[config.mk]
export PLATFORM = sky130hd
export DESIGN_NAME = tanh_unit
export DESIGN_NICKNAME = d
export VERILOG_FILES = /design/src/hw/reservoir_pkg.sv /design/src/hw/tanh_unit.sv
export SDC_FILE = /design/constraint.sdc
export NUM_CORES = 1
export LEC_CHECK = 0
export BUFFER_PORTS_ARGS = -buffer_cell sky130_fd_sc_hd__buf_4
export CORE_AREA = 2 2 132 122
export CTS_CLUSTER_DIAMETER = 100
export DETAILED_ROUTE_END_ITERATION = 12
export DIE_AREA = 0 0 134 124
export SLEW_MARGIN = 15
export SYNTH_ARGS = -nofsm -noshare
export SYNTH_HDL_FRONTEND = slang
export SYNTH_SLANG_ARGS = --single-unit
[constraint.sdc]
create_clock -name clk -period 14.8 [get_ports clk]
set_clock_uncertainty 0.2 [all_clocks]
set_input_delay 2.96 -clock clk [delete_from_list [all_inputs] [get_ports clk]]
set_output_delay 2.96 -clock clk [all_outputs]
set_load 0.02 [all_outputs]
[src/hw/reservoir_pkg.sv]
package reservoir_pkg;

   localparam int STATE_W   = 20;  // Q19
   localparam int WEIGHT_W  = 16;  // Q15
   localparam int SOP_W     = 48;  // Q34, 13 integer bits
   localparam int LUT_IDX_W = 8;   // 3Q5 segment index
   localparam int RESID_W   = 8;
   localparam int SLOPE_W   = 10;  // unsigned Q10
   localparam int ICPT_W    = 19;  // unsigned Q19
   localparam int BEAT_W    = 4;

   typedef logic signed [STATE_W-1:0]  state_t;
   typedef logic signed [WEIGHT_W-1:0] weight_t;
   typedef logic signed [SOP_W-1:0]    sop_t;

   typedef struct packed {
      logic [SLOPE_W-1:0] slope;
      logic [ICPT_W-1:0]  intercept;
   } tanh_entry_t;

   // one strobe per pipeline step, decoded from the sequencer state
   typedef struct packed {
      logic              clear;
      logic              macc_en;
      logic [BEAT_W-1:0] beat;
      logic              reduce_en;
      logic              split_en;
      logic              rom_en;
      logic              pwl_en;
      logic              out_en;
   } neuron_ctrl_t;

   localparam state_t ECHO_POS_SAT = 20'h7FFFF;  // +1 - 2^-19
   localparam state_t ECHO_NEG_SAT = 20'h80001;  // -1 + 2^-19

   // segment i covers [i/32, (i+1)/32)
   function automatic tanh_entry_t tanh_entry_at(input int i);
      real         t0;
      real         t1;
      int          icpt;
      int          slope;
      tanh_entry_t e;
      t0    = $tanh(real'(i) / 32.0);
      t1    = $tanh(real'(i + 1) / 32.0);
      icpt  = $rtoi(t0 * 524288.0 + 0.5);
      slope = $rtoi((t1 - t0) * 32.0 * 1024.0 + 0.5);
      if (icpt > (1 << ICPT_W) - 1) icpt = (1 << ICPT_W) - 1;
      if (slope > (1 << SLOPE_W) - 1) slope = (1 << SLOPE_W) - 1;
      e.slope     = slope[SLOPE_W-1:0];
      e.intercept = icpt[ICPT_W-1:0];
      return e;
   endfunction

endpackage

[src/hw/tanh_unit.sv]
`timescale 1ns/10ps

module tanh_unit (
   input  logic                                 clk,
   input  logic                                 rst,
   input  reservoir_pkg::neuron_ctrl_t          ctrl,
   input  reservoir_pkg::sop_t                  sop,
   input  reservoir_pkg::tanh_entry_t           entry,
   output logic [reservoir_pkg::LUT_IDX_W-1:0]  lut_idx,
   output reservoir_pkg::state_t                echostate
);
   import reservoir_pkg::*;

   localparam int PWL_W = ICPT_W + 5;  // Q23 plus headroom bit

   logic [SOP_W-1:0]   sop_abs;
   logic               sign_q;
   logic               large_q;
   logic [RESID_W-1:0] resid_q;
   logic [PWL_W-1:0]   pwl_q;
   logic [STATE_W-1:0] mag;

   assign sop_abs = sop[SOP_W-1] ? -sop : sop;

   // split stage
   always_ff @(posedge clk) begin
      if (rst) begin
         sign_q  <= 1'b0;
         large_q <= 1'b0;
      end else if (ctrl.split_en) begin
         sign_q  <= sop[SOP_W-1];
         large_q <= |sop_abs[47:37];  // |sop| >= 8.0
      end
   end

   always_ff @(posedge clk) begin
      if (ctrl.split_en) begin
         lut_idx <= sop_abs[36:29];  // 3Q5 segment
         resid_q <= sop_abs[28:21];  // position inside segment, Q13
      end
   end

   // intercept Q19 -> Q23 plus slope Q10 * resid Q13 = Q23
   always_ff @(posedge clk) begin
      if (ctrl.pwl_en) begin
         pwl_q <= PWL_W'({entry.intercept, 4'b0000})
                + PWL_W'(entry.slope) * PWL_W'(resid_q);
      end
   end

   assign mag = pwl_q[23:4];  // back to Q19

   // output stage with sign and saturation
   always_ff @(posedge clk) begin
      if (rst) begin
         echostate <= '0;
      end else if (ctrl.out_en) begin
         if (large_q) begin
            echostate <= sign_q ? ECHO_NEG_SAT : ECHO_POS_SAT;
         end else begin
            echostate <= sign_q ? -mag : mag;
         end
      end
   end

   // table never reaches 1.0, so the most negative code must not appear
   a_no_min_code : assert property (
      @(posedge clk) disable iff (rst) echostate != 20'h80000
   );

endmodule

[Word level (Yosys, flattened, before mapping)]
Index checks and enable logic that the tools add are counted.
Storage, ports and cells
  logic and storage cells: 15
  bits in registers: 62
  output and inout port bits: 28
  bits of input ports: 90
Cells by class
  add/sub/neg operators: 3
  multipliers: 1
  mux-type cells: 4
  reductions and logical operators: 1
Operators with widths (number)
  20-bit 2-to-1 mux: 3
  48-bit 2-to-1 mux: 1
  48-bit negator: 1
  23-bit by 18-bit adder with 24-bit output: 1
  20-bit negator: 1
  10-bit by 8-bit multiplier with 18-bit output: 1
  11-bit OR reduction: 1

[Depth between registers and ports, before layout]
  depth after elaboration: 3
  mapped depth: 19

[Worst setup path after synthesis]
OpenSTA, ideal clock, no wires.
  kind: input-to-reg
  start: input entry[22] (netlist name)
  end: register pwl_q[21] (data pin)
  data required time: 14.336 ns
  arrival time: 6.853 ns
  setup time: 0.264 ns
  stages: 15
  setup slack: 7.483 ns
  cells stage by stage: and2_1 -> fa_1 -> fa_1 -> fa_1 -> inv_1 -> fa_1 -> inv_1 -> ha_1 -> a2111oi_0 -> o21ai_1 -> nand3_1 -> a21oi_1 -> a22o_1 -> o311ai_1 -> xnor2_1
Between the ends
  longest elaborated chain between the ends: 2
RTL lines
  start: declaration: line tanh_unit.sv:8  | input reservoir_pkg::tanh_entry_t entry,
  10-bit by 8-bit multiplier with 18-bit output: line tanh_unit.sv:47  | + PWL_W'(entry.slope) * PWL_W'(resid_q);
  23-bit by 18-bit adder with 24-bit output: line tanh_unit.sv:47
  end signal: assignment: line tanh_unit.sv:46  | pwl_q <= PWL_W'({entry.intercept, 4'b0000})
  end: declaration: line tanh_unit.sv:20  | logic [PWL_W-1:0] pwl_q;
Every way passes these cells.
A chain may end at the register's enable or synchronous reset.

[Worst setup path in the final report]
Same ends and word-level chain as after synthesis.

==> run_results.csv <==
group,metric,value,unit
detailed_routing,vias,4930,
logic_synthesis,syn_inst,662,
floorplan,die_x,134,um
placed_design,io_buffers,109,
worst_setup_path,critical_path_class,"in -> reg",
floorplan,initial_core_util,40.6,%
sta,setup_viol,0,
cts,post_cts_buffers,0,
cts,cts_buffers,9,
floorplan,core,15100,um^2
sta,hold_viol,0,
detailed_routing,first_pass_iters,5,
cts,hold_buffers,0,
status,status,"completed",
detailed_routing,viasPerCell,5.07,
floorplan,dieArea,16600,um^2
cts,cts_resized,0,
logic_synthesis,synth.avg_cell_area,9.26,um^2
layout,drive_gt1_share,18.3,%
power_and_ir_drop,power_per_cell_area,165,nW/um^2
worst_setup_path,crit_path_max_fanout,8,
cts,clk_pin_slew,0.05,ns
cts,worstSkewPairLatency,0.33,ns
logic_synthesis,ys_seq_elements,58,
logic_synthesis,syn_area,6130,um^2
sta,rsz0062_at_grt,"no",
layout,fin_nets,958,
logic_synthesis,yosys_most_used_dff,"edfxtp_1",
worst_setup_path,crit_path_end_kind,"flip-flop",
floorplan,row_count,43,
sta,worst_pin_slew,0.910,ns
global_routing,grt-ovfl-total,0,
logic_synthesis,async_reset_ff_share,0,%
sta,max_slew_margin,39.2,%
floorplan,die_y,124,um
layout,area_delta_synth_final,22.1,%
worst_setup_path,required,14.67,ns
run,cap_violations,0,
power_and_ir_drop,vdd_drop_max,0.111,mV
global_routing,grt_pass1_vias,5027,
sta,fin_setup_tns,0,ns
sta,fmax,134,MHz
detailed_routing,drtIter0Drc,254,
sta,fin_crit,7.44,ns
detailed_routing,wire_per_inst,13.3,um
cts,clock_path_buffers,2,
global_routing,grt_pass1_wl,22700,um
cts,clock-sinks,58,
sta,setup_ws,7.36,ns
logic_synthesis,yosysUniqueCellTypes,58,
floorplan,io_pins,118,
logic_synthesis,synth_top_cell_by_area,"fa_1",
layout,filler_cell_count,1414,
cts,cts_root_buffer,"clkbuf_16",
layout,antenna_cells,0,
logic_synthesis,synthTopCellsByArea,"fa_1, edfxtp_1, ha_1, dfxtp_1, inv_1",
worst_setup_path,crit_arrival,7.31,ns
cts,cts_tree,"built",
detailed_routing,wl,13000,um
global_routing,grt.total_usage,16.9,%
logic_synthesis,synth_commonest_cells,"inv_1, fa_1, and2_1",
detailed_routing,drc,0,
hold_path,holdCritPathClass,"reg -> reg",
sta,whs,0.270,ns
placed_design,gp_congestion,0.860,
logic_synthesis,synth_edf_count,36,
logic_synthesis,synth_top_area_share,19.6,%
detailed_routing,postRouteAntennaNets,0,
worst_setup_path,start_kind,"input port",
logic_synthesis,synth.most_common_cell,"inv_1",
logic_synthesis,ys_warn_count,0,
sta,slew_violations,0,
global_routing,antenna_found_initial,0,
logic_synthesis,syn-num-nets,854,
placed_design,pre_cts_slack,7.04,ns
global_routing,grt_max_degree,34,
power_and_ir_drop,p_leak,0.00350,uW
logic_synthesis,synth-seq-area-share,24.8,%
sta,fin_crit_sh,50.3,%
cts,cts_max_level,3,
placed_design,dp_hpwl,10700,um
cell families (layout without fill, tap and decap cells):
kind of cell | count (synthesis) | after routing | share of synthesized area, %
xor gates and xnor gates | 37 | 37 | 5.29
adders and majority gates | 102 | 102 | 28.2
AOI/OAI and AO/OA | 120 | 120 | 13.0
buffers and inverters | 125 | 234 | 7.65
and+or+nand+nor | 208 | 208 | 19.1
muxes | 12 | 12 | 1.96
DFF | 58 | 58 | 24.8
cell type report:
cell class,count,area (um^2),share of cell area [%]
multi-input cells,479,4140,55.3
flip-flops and latches,58,1520,20.3
repair buffers,110,826,11.0
inverters,108,405,5.41
well taps,202,253,3.38
clock buffers,9,225,3.01
clock inverters,7,118,1.57
worst max-delay path, stage by stage:
cell	delay (ns)
buf_4	0.14
and2_1	0.18
fa_1	0.50
fa_1	0.52
fa_1	0.55
inv_1	0.06
fa_1	0.52
inv_1	0.04
ha_1	0.35
a2111oi_0	0.39
o21ai_1	0.16
nand3_1	0.14
a21oi_1	0.12
a22o_1	0.26
o311ai_1	0.31
xnor2_1	0.10
cell usage in the layout (no fill, tap or decap), types with 6 or more instances in the layout:
cell,synthesis,routed
nand2b_1,7,7
inv_1,107,107
xnor2_1,29,29
nor2_1,49,49
and3_1,8,8
nor3_1,8,8
a211oi_1,15,15
xor2_1,8,8
ha_1,42,42
and2_1,51,51
a21o_1,9,9
edfxtp_1,36,36
or3_1,6,6
buf_4,0,110
nand2_1,45,45
fa_1,60,60
o21ai_0,23,23
mux2i_1,12,12
dfxtp_1,22,22
a21oi_1,27,27
clkbuf_16,0,9
through the flow:
| step | std cells | utilization, % | cell area, um^2 | power, uW |
|---|---|---|---|---|
| 6_report | 973 | 49.5 | 7490 | 1230 |
| 5_1_grt | 973 | 49.5 | 7490 | 1390 |
| 4_1_cts | 973 | 49.5 | 7490 | 1250 |
| 3_5_place_dp | 957 | 47.3 | 7150 | 1010 |
| 3_3_place_gp | 957 | 47.3 | 7150 | 996 |
| 2_1_floorplan | 662 | - | 6130 | 844 |
registers in the layout (all words and copies together), names as in the netlist:
name,count
pwl_q,20
lut_idx,8
echostate,20
large_q,1
sign_q,1
resid_q,8
routing by layer:
metal | share of wire (%) | GRT usage [%]
met5 | 0 | 0
met4 | 0.90 | 4.79
met3 | 5.9 | 4.56
met2 | 49 | 30.0
met1 | 44 | 20.4
where the power goes:
group / internal, uW / total (uW) / switching [uW]
sequential: 248 / 286 / 38.8
clock: 164 / 236 / 72.2
combinational: 328 / 712 / 384
path summary, 6_finish.rpt:
kind / from / to / slack, ns / cells after the start
worst min-delay path: echostate[2] / echostate[2] / 0.27 / 2
worst min register to register: echostate[2] / echostate[2] / 0.27 / 2
worst max register to register: resid_q[7] / pwl_q[21] / 9.59 / 15
worst max-delay path: entry[22] / pwl_q[21] / 7.36 / 16
Note: power is estimated with default switching activity, not from simulation.
