File: src/hw/reservoir_pkg.sv
package reservoir_pkg;

   localparam int STATE_W   = 20;  // Q19
   localparam int WEIGHT_W  = 16;  // Q15
   localparam int SOP_W     = 48;  // Q34, 13 integer bits
   localparam int LUT_IDX_W = 8;   // 3Q5 segment index
   localparam int RESID_W   = 8;
   localparam int SLOPE_W   = 10;  // unsigned Q10
   localparam int ICPT_W    = 19;  // unsigned Q19
   localparam int BEAT_W    = 4;

   typedef logic signed [STATE_W-1:0]  state_t;
   typedef logic signed [WEIGHT_W-1:0] weight_t;
   typedef logic signed [SOP_W-1:0]    sop_t;

   typedef struct packed {
      logic [SLOPE_W-1:0] slope;
      logic [ICPT_W-1:0]  intercept;
   } tanh_entry_t;

   // one strobe per pipeline step, decoded from the sequencer state
   typedef struct packed {
      logic              clear;
      logic              macc_en;
      logic [BEAT_W-1:0] beat;
      logic              reduce_en;
      logic              split_en;
      logic              rom_en;
      logic              pwl_en;
      logic              out_en;
   } neuron_ctrl_t;

   localparam state_t ECHO_POS_SAT = 20'h7FFFF;  // +1 - 2^-19
   localparam state_t ECHO_NEG_SAT = 20'h80001;  // -1 + 2^-19

   // segment i covers [i/32, (i+1)/32)
   function automatic tanh_entry_t tanh_entry_at(input int i);
      real         t0;
      real         t1;
      int          icpt;
      int          slope;
      tanh_entry_t e;
      t0    = $tanh(real'(i) / 32.0);
      t1    = $tanh(real'(i + 1) / 32.0);
      icpt  = $rtoi(t0 * 524288.0 + 0.5);
      slope = $rtoi((t1 - t0) * 32.0 * 1024.0 + 0.5);
      if (icpt > (1 << ICPT_W) - 1) icpt = (1 << ICPT_W) - 1;
      if (slope > (1 << SLOPE_W) - 1) slope = (1 << SLOPE_W) - 1;
      e.slope     = slope[SLOPE_W-1:0];
      e.intercept = icpt[ICPT_W-1:0];
      return e;
   endfunction

endpackage

File: src/hw/neuron_sequencer.sv
`timescale 1ns/10ps

module neuron_sequencer #(
   parameter int N_INPUTS = 48,
   parameter int N_LANES  = 9
) (
   input  logic                        clk,
   input  logic                        rst,
   input  logic                        run,
   output reservoir_pkg::neuron_ctrl_t ctrl,
   output logic                        echoready
);
   import reservoir_pkg::*;

   localparam int N_BEATS = (N_INPUTS + N_LANES - 1) / N_LANES;

   typedef enum logic [2:0] {
      IDLE, MACC, REDUCE, SPLIT, ROM, PWL, OUT
   } seq_state_t;

   seq_state_t        state;
   logic [BEAT_W-1:0] beat_cnt;

   always_ff @(posedge clk) begin
      if (rst) begin
         state    <= IDLE;
         beat_cnt <= '0;
      end else begin
         case (state)
            IDLE: if (run) state <= MACC;  // run ignored elsewhere
            MACC: begin
               if (beat_cnt == BEAT_W'(N_BEATS - 1)) begin
                  beat_cnt <= '0;
                  state    <= REDUCE;
               end else begin
                  beat_cnt <= beat_cnt + 1'b1;
               end
            end
            REDUCE: state <= SPLIT;
            SPLIT:  state <= ROM;
            ROM:    state <= PWL;
            PWL:    state <= OUT;
            default: state <= IDLE;
         endcase
      end
   end

   always_comb begin
      ctrl = '0;
      case (state)
         IDLE: ctrl.clear = 1'b1;
         MACC: begin
            ctrl.macc_en = 1'b1;
            ctrl.beat    = beat_cnt;
         end
         REDUCE: ctrl.reduce_en = 1'b1;
         SPLIT:  ctrl.split_en  = 1'b1;
         ROM:    ctrl.rom_en    = 1'b1;
         PWL:    ctrl.pwl_en    = 1'b1;
         OUT:    ctrl.out_en    = 1'b1;
         default: ctrl.clear    = 1'b1;
      endcase
   end

   // lines up with the tanh output register
   always_ff @(posedge clk) begin
      if (rst) echoready <= 1'b0;
      else     echoready <= (state == OUT);
   end

   a_ready_pulse : assert property (
      @(posedge clk) disable iff (rst) echoready |=> !echoready
   );

   // beat counter only moves inside MACC and stops at the last beat
   a_state_legal : assert property (
      @(posedge clk) disable iff (rst)
         (state == MACC) ? (beat_cnt < BEAT_W'(N_BEATS)) : (beat_cnt == '0)
   );

endmodule

File: config.mk
export PLATFORM = sky130hd
export DESIGN_NAME = neuron_sequencer
export DESIGN_NICKNAME = d
export VERILOG_FILES = /design/src/hw/reservoir_pkg.sv /design/src/hw/neuron_sequencer.sv
export SDC_FILE = /design/constraint.sdc
export NUM_CORES = 1
export LEC_CHECK = 0
export BUFFER_PORTS_ARGS = -buffer_cell sky130_fd_sc_hd__buf_2
export CAP_MARGIN = 15
export CORE_AREA = 2 2 39 41
export CTS_CLUSTER_SIZE = 25
export DETAILED_ROUTE_END_ITERATION = 6
export DIE_AREA = 0 0 41 43
export MAX_ROUTING_LAYER = met4
export REMOVE_ABC_BUFFERS = 1
export SETUP_SLACK_MARGIN = 0.4
export SLEW_MARGIN = 20
export SYNTH_ARGS = -nofsm -noshare
export SYNTH_HDL_FRONTEND = slang
export SYNTH_SLANG_ARGS = --single-unit
File: constraint.sdc
create_clock -name clk -period 4 [get_ports clk]
set_input_delay 1.2 -clock clk [delete_from_list [all_inputs] [get_ports clk]]
set_output_delay 1.2 -clock clk [all_outputs]
set_load 0.03 [all_outputs]
== Word-level counts from Yosys, hierarchy flattened ==
Index checks and enable logic that the tools add are counted.
Operators by class
  shifts and indexed selects: 0
  order comparisons: 0
  bitwise logic cells: 0
  muxes and demuxes: 11
  reductions and logical operators: 3
  add/subtract/negate cells: 1
  $mul: 0
  div/mod/pow operators: 0
  equal/unequal tests: 9
Operators with widths (number)
  $pmux 3 s6: 1
  $eq 3x3->1 const B: 3
  $eq 3x2->1 const B: 2
  $mux 1: 6
  $mux 3: 2
  $reduce_or 6->1: 1
  $mux 5: 1
  $add 4x1->4 const B: 1
  $eq 4x3->1 const B: 1
  $mux 4: 1
  $ne 2x2->1 const B: 2
  $eq 3x1->1 const B: 1
  $logic_not 3->1: 1
  $reduce_and 2->1: 1
Storage, ports and cells
  memories kept: 0
  ROM bits: 0
  memory bits (writable): 0
  register bits: 8
  output and inout port bits: 12
  bits in latches: 0
  word-level logic and storage cells: 27

== Depth between registers and ports, before layout ==
Gate-level depths: netlist of run 1.
  depth after elaboration: 3
  mapped depth: 4
  mapped depth without buffers: 3

== Worst setup path after synthesis of run 1 ==
Ideal clock, no wire load.
  path kind: register to output
  from: register state[1]
  to: output port ctrl[6] (netlist name)
  arrival: 1.217 ns
  stages on the path, launching flop included: 4
  path slack: 1.583 ns
  data required time: 2.800 ns
  cell sequence: dfxtp_1 > buf_4 > nor3b_4 > and2_2
RTL lines
  start: declaration: RTL line neuron_sequencer.sv:21  | seq_state_t state;
  start signal: assignment: RTL line neuron_sequencer.sv:26  | state <= IDLE;
  start signal: assignment: RTL line neuron_sequencer.sv:30  | IDLE: if (run) state <= MACC;
  start signal: assignment: RTL line neuron_sequencer.sv:34  | state <= REDUCE;
  end: declaration: RTL line neuron_sequencer.sv:10  | output reservoir_pkg::neuron_ctrl_t ctrl,

==> results of run 1 <==
cells in the mapped netlist, drive strengths merged:
cell	number	area share (%)
o21ai	3	3.2
a31oi	1	1.3
a21oi	4	4.2
a211o	1	1.8
nand2b	3	3.9
nor4bb	1	2.1
xnor2	1	1.8
nand2	2	1.6
or3	1	1.6
inv	5	3.9
and2b	2	3.2
mux2	1	2.4
or3b	1	1.8
nand4	1	1.3
dfxtp	8	34
nor2b	2	2.6
nor3b	1	3.9
and2	4	6.1
buf	4	6.3
nand3b	1	1.6
nor2	6	4.7
nand4bb	1	5.8
nand3	1	1.1
layout make-up:
class,instances,area share (%)
Sequential cell,8,28.7
Inverter,5,3.36
Multi-Input combinational cell,38,47.8
Clock buffer,3,4.04
Tap cell,16,3.59
Timing Repair Buffer,14,12.6
worst paths after layout:
path	from	endpoint	cells past startpoint
max	state[0]	ctrl[8]	3
min	beat_cnt[1]	beat_cnt[1]	2
max reg2reg	state[0]	beat_cnt[3]	3
min reg2reg	beat_cnt[1]	beat_cnt[1]	2
cells by family (layout without fill, tap and decap cells):
| family | count (synthesis) | after routing | synth area share (%) |
|---|---|---|---|
| simple gates | 27 | 27 | 41.3 |
| compound gates | 9 | 9 | 10.5 |
| buf+inv | 9 | 22 | 10.3 |
| flops | 8 | 8 | 33.7 |
| xor+xnor | 1 | 1 | 1.84 |
| mux | 1 | 1 | 2.37 |
worst register-to-register path, delay by kind of cell, from the launching register on:
kind,cells,cell delay [ns]
flops,1,0.53
mux,1,0.32
simple gates,2,0.51
metrics by stage:
step / power [uW] / util (%) / cell area, um^2
6_report: 173 / 40.3 / 558
5_1_grt: 183 / 40.3 / 558
4_1_cts: 175 / 40.3 / 558
3_5_place_dp: 112 / 38.7 / 536
3_3_place_gp: 112 / 38.7 / 536
2_1_floorplan: 105 / - / 445
placed cells by master, fill, tap and decap left out, drive strengths merged:
master and instances:
a211o 1, a21oi 4, a31oi 1, and2 4, and2b 2, buf 14, clkbuf 3, dfxtp 8
inv 5, mux2 1, nand2 2, nand2b 3, nand3 1, nand3b 1, nand4 1, nand4bb 1
nor2 6, nor2b 2, nor3b 1, nor4bb 1, o21ai 3, or3 1, or3b 1, xnor2 1
report_power, final:
part / leakage, uW / total [uW] / switching [uW] / internal [uW]
registers: 0.0000650 / 88.1 / 5.53 / 82.5
logic: 0.000189 / 22.0 / 12.2 / 9.84
clock network: 0.0000138 / 62.7 / 28.3 / 34.4
layer usage:
layer / vias up / GRT usage (%) / part of all wire [%] / wire [um]
li1: 209 / - / - / -
met1: 181 / 15.6 / 47 / 413
met2: 11 / 15.3 / 44 / 382
met3: 4 / 3.14 / 4.9 / 43
met4: 0 / 12.0 / 3.6 / 31
met5: - / - / 0 / 0
state kept, by name (all words and copies together) (netlist names):
name and cells:
beat_cnt 4, echoready 1, state 3
==> run_results.csv, run 1 <==
group,metric,value,unit
run_status,status,"completed",
cts,total_clock_buffers_created_by_cts,3,
placement,place_ws,1.56,ns
cts,buffers_from_clock_root_to_sink_at_most,2,
final_layout,finalNetCount,73,
die,dieWidth,41,um
cts,insertion_delay,0.25,ns
cts,clock_sink_count,8,
final_layout,post_route_cells_drive_above_1_share,33.8,%
timing,max_freq,0.369,GHz
worst_setup_path,critPathSlowestCell,"dfxtp_1",
timing,timing_worst_slew_pin_value,0.353,ns
yosys,synth-seq-cells,8,
routing,remaining_number_of_nets_flagged_by_the_antenna_check_after_routing,0,
cts,tritoncts_clock_tree,"built",
timing,finalWorstSetupSlack,1.29,ns
power,power.leakage,0.000268,uW
routing,post_drt_wl_per_cell,10.4,um
die,num_rows,14,
global_routing,grt_max_degree,11,
worst_setup_path,cpLargestDelayFamily,"simple AND/OR/NAND/NOR gates",
global_routing,grt_pass1_vias,303,
global_routing,grt_pass1_wl,1350,um
timing,final_critical_path_time_including_i_o_delays_and_setup,2.71,ns
die,floorplan.die_area,1760,um^2
global_routing,grt-ovfl-total,0,
timing,setup_tns,0,ns
worst_setup_path,max_stage_delay_on_crit_path,0.53,ns
final_layout,layout-area-overhead-vs-synth,17.4,%
final_layout,multi_input_comb_area,267,um^2
power,ir_worst_vdd,0.000136,V
worst_setup_path,cp-end-kind,"output pin",
routing,detailedRoute.firstIterationViolations,5,
timing,fin_hold_ws,0.531,ns
routing,detailedRoute.firstPassIterationCount,4,
placement,gp_congestion,0.745,
routing,routed_wirelength,871,um
worst_setup_path,critical_path_buf_inv_count,1,
die,initial_utilization,34.4,%
final_layout,antenna_cells,0,
global_routing,groute.usage.overall,12.5,%
routing,routed-via-count,405,
cts,clk_root_buffer_cell,"clkbuf_4",
placement,portBuffers,14,
yosys,synthCells,55,
yosys,synth_area_per_cell,8.64,um^2
cts,cts_setup_buffers,0,
worst_setup_path,crit_type,"flip-flop to output pin",
worst_setup_path,rrSetupSlack,2.53,ns
job,timing.max_cap.violations,0,
die,die_h,43,um
final_layout,area_used_by_sequential_logic_in_the_layout,160,um^2
placement,place.detailed.hpwl,634,um
worst_hold_path,min_path_type,"flip-flop to flip-flop",
worst_setup_path,startpoint_type,"flip-flop",
timing,rsz0062_at_grt,"false",
placement,dpl.cell_count,81,
final_layout,stdcell_count,84,
global_routing,grt_antenna_before_repair,0,
routing,routed_via_density,4.82,
die,design.portCount,15,
cts,clk_transition_reported_paths,0.06,ns
yosys,netlist-cell-type-count,26,
timing,min_period_over_period,67.7,%
cts,clock_tree.htree_level_count,1,
timing,final_max_slew_viol_count,0,
timing,timing.max_slew.rel_slack,76.4,%
yosys,synth_area,475,um^2
yosys,yosys_warnings,0,
timing,report.final.setup_viol,0,
cts,postCtsResizedCells,0,
timing,hold_viol,0,
worst_setup_path,crit_required,2.80,ns
worst_setup_path,signal_arrival_time_at_the_worst_endpoint,1.51,ns
final_layout,n_fill_cell,148,
yosys,seq_area_frac_synth,33.7,%
cts,cts_hold_buffers,0,
timing,fin_worst_skew,0.00140,ns
worst_setup_path,worstPathMaxFanout,10,
die,design.core.area,1380,um^2
power,power_density,310,nW/um^2
worst_setup_path,crit_path_cell_trace,"nor3b_4 > and2_2 > buf_2",
routing,drcViolationCount,0,
Note: power is estimated with default switching activity, not from simulation.
==> run 2, diff against run 1 <==
==> constraint.sdc (replaced) <==
create_clock -name clk -period 2.7 [get_ports clk]
set_input_delay 0.81 -clock clk [delete_from_list [all_inputs] [get_ports clk]]
set_output_delay 0.81 -clock clk [all_outputs]
set_load 0.03 [all_outputs]
==> run_results.csv, run 2 (same netlist as run 1, synthesis figures left out) <==
group,metric,value,unit
final_layout,largest-register,"beat_cnt",
routing,drcViolationCount,0,
die,floorplan.die_area,1760,um^2
timing,report.final.setup_viol,0,
worst_setup_path,crit_type,"flip-flop to output pin",
cts,total_clock_buffers_created_by_cts,3,
worst_hold_path,hold-path-cell-count,2,
worst_hold_path,hold_path_end,"beat_cnt[1]",
cts,clock_tree.htree_level_count,1,
worst_setup_path,critPathSlowestCell,"or3_2",
final_layout,finalNetCount,73,
worst_setup_path,rrSetupSlack,1.39,ns
worst_setup_path,reg2reg_to,"beat_cnt[3]",
timing,timing_worst_slew_pin_value,0.363,ns
routing,detailedRoute.firstIterationViolations,3,
global_routing,grt-ovfl-total,0,
run_status,status,"completed",
timing,hold_viol,0,
power,power.leakage,0.000268,uW
cts,clk_transition_reported_paths,0.06,ns
worst_setup_path,cpLargestDelayFamily,"simple AND/OR/NAND/NOR gates",
global_routing,grt_antenna_before_repair,0,
timing,fin_hold_ws,0.532,ns
timing,min_period_over_period,81.0,%
cts,insertion_delay,0.25,ns
timing,fin_worst_skew,0.00160,ns
power,ir_worst_vdd,0.000301,V
placement,place.detailed.hpwl,627,um
worst_setup_path,rr_startpoint,"state[1]",
placement,portBuffers,14,
cts,cts_setup_buffers,0,
worst_setup_path,reg2reg_depth,3,
final_layout,flip_flop_count_of_the_largest_register_after_layout,4,
die,design.core.area,1380,um^2
global_routing,grt_pass1_wl,1280,um
global_routing,groute.usage.overall,11.9,%
die,dieWidth,41,um
timing,timing.max_slew.rel_slack,75.5,%
final_layout,reg.largest.list,"beat_cnt: 4 flops, state: 3 flops, echoready: 1 flops",
job,timing.max_cap.violations,0,
die,num_rows,14,
routing,routed_wirelength,840,um
routing,routed_via_density,4.67,
cts,clock_sink_count,8,
routing,routed-via-count,392,
worst_hold_path,hold_path.startpoint,"beat_cnt[1]",
global_routing,grt_max_degree,11,
final_layout,layout_commonest_cell,"buf_2",
worst_setup_path,startpoint_type,"flip-flop",
worst_setup_path,cp-end-kind,"output pin",
final_layout,antenna_cells,0,
power,power_density,455,nW/um^2
worst_hold_path,min_path_type,"flip-flop to flip-flop",
worst_setup_path,crit_path_start,"state[1]",
die,die_h,43,um
timing,final_max_slew_viol_count,0,
worst_setup_path,critical_path_buf_inv_count,1,
final_layout,post_route_cells_drive_above_1_share,35.3,%
timing,final_critical_path_time_including_i_o_delays_and_setup,2.19,ns
die,design.portCount,15,
final_layout,n_fill_cell,145,
placement,gp_congestion,0.745,
final_layout,mostFrequentLayoutCells,"buf_2, dfxtp_1, nor2_1",
global_routing,grt_pass1_vias,295,
worst_setup_path,max_stage_delay_on_crit_path,0.47,ns
routing,remaining_number_of_nets_flagged_by_the_antenna_check_after_routing,0,
cts,buffers_from_clock_root_to_sink_at_most,2,
routing,detailedRoute.firstPassIterationCount,4,
die,initial_utilization,34.4,%
worst_setup_path,worstPathMaxFanout,9,
worst_setup_path,signal_arrival_time_at_the_worst_endpoint,1.38,ns
worst_setup_path,crit_path_cell_trace,"or3_2 > nand2_1 > buf_2",
timing,rsz0062_at_grt,"false",
cts,clk_root_buffer_cell,"clkbuf_4",
final_layout,layout-area-overhead-vs-synth,18.2,%
cts,tritoncts_clock_tree,"built",
worst_setup_path,crit_cells,3,
timing,max_freq,0.457,GHz
final_layout,layout.core_utilization,40.6,%
timing,setup_tns,0,ns
routing,post_drt_wl_per_cell,10.0,um
worst_setup_path,crit_required,1.89,ns
[run 2: cell types whose count changed in the layout (fill, tap and decap cells not counted)]
cell,previous run,this run
dfxtp_4,0,1
dfxtp_1,8,7
[run 2: worst max path at each step]
stage                           to  slack [ns]
after floorplan            ctrl[6]        0.59
after global placement     ctrl[8]        0.70
after detailed placement   ctrl[8]        0.65
after CTS                  ctrl[8]        0.51
after global routing       ctrl[7]        0.43
final                     ctrl[10]        0.51
[run 2: timing repair]
action | 4_1_cts | 5_1_grt
resized for setup | 1 | 1
hold buffers | 0 | 0
pin swaps | 0 | 0
endpoints found under the setup margin | 3 | 1
[run 2: worst register-to-register path, delay by kind of cell (launching register included)]
family           cells  cell delay (ns)
and+or+nand+nor      2             0.49
DFF                  1             0.39
muxes                1             0.32
[run 2: final cells by class]
type | count | area (um^2) | share of cell area (%)
Inverter | 5 | 18.8 | 3.34
Sequential cell | 8 | 164 | 29.2
Multi-Input combinational cell | 38 | 267 | 47.4
Clock buffer | 3 | 22.5 | 4.01
Timing Repair Buffer | 14 | 70.1 | 12.5
Tap cell | 16 | 20.0 | 3.56
[run 2: metal layers]
layer / part of all wire (%) / GRT usage (%) / vias up
li1: - / - / 210
met1: 47 / 14.4 / 167
met2: 44 / 14.7 / 11
met3: 5.0 / 3.14 / 4
met4: 4.0 / 12.0 / 0
met5: 0 / - / -
[run 2: where the power goes]
| part | internal [uW] | switching (uW) | total (uW) |
|---|---|---|---|
| clock | 50.9 | 41.6 | 92.6 |
| sequential | 122 | 8.10 | 130 |
| combinational | 14.6 | 17.8 | 32.5 |
[run 2: stage by stage]
step           area [um^2]  setup WS [ns]  std cells  total power (uW)
2_1_floorplan          445          0.589         51               156
3_3_place_gp           536          0.699         81               166
3_5_place_dp           536          0.648         81               166
4_1_cts                559          0.505         84               258
5_1_grt                562          0.430         84               269
6_report               562          0.512         84               256
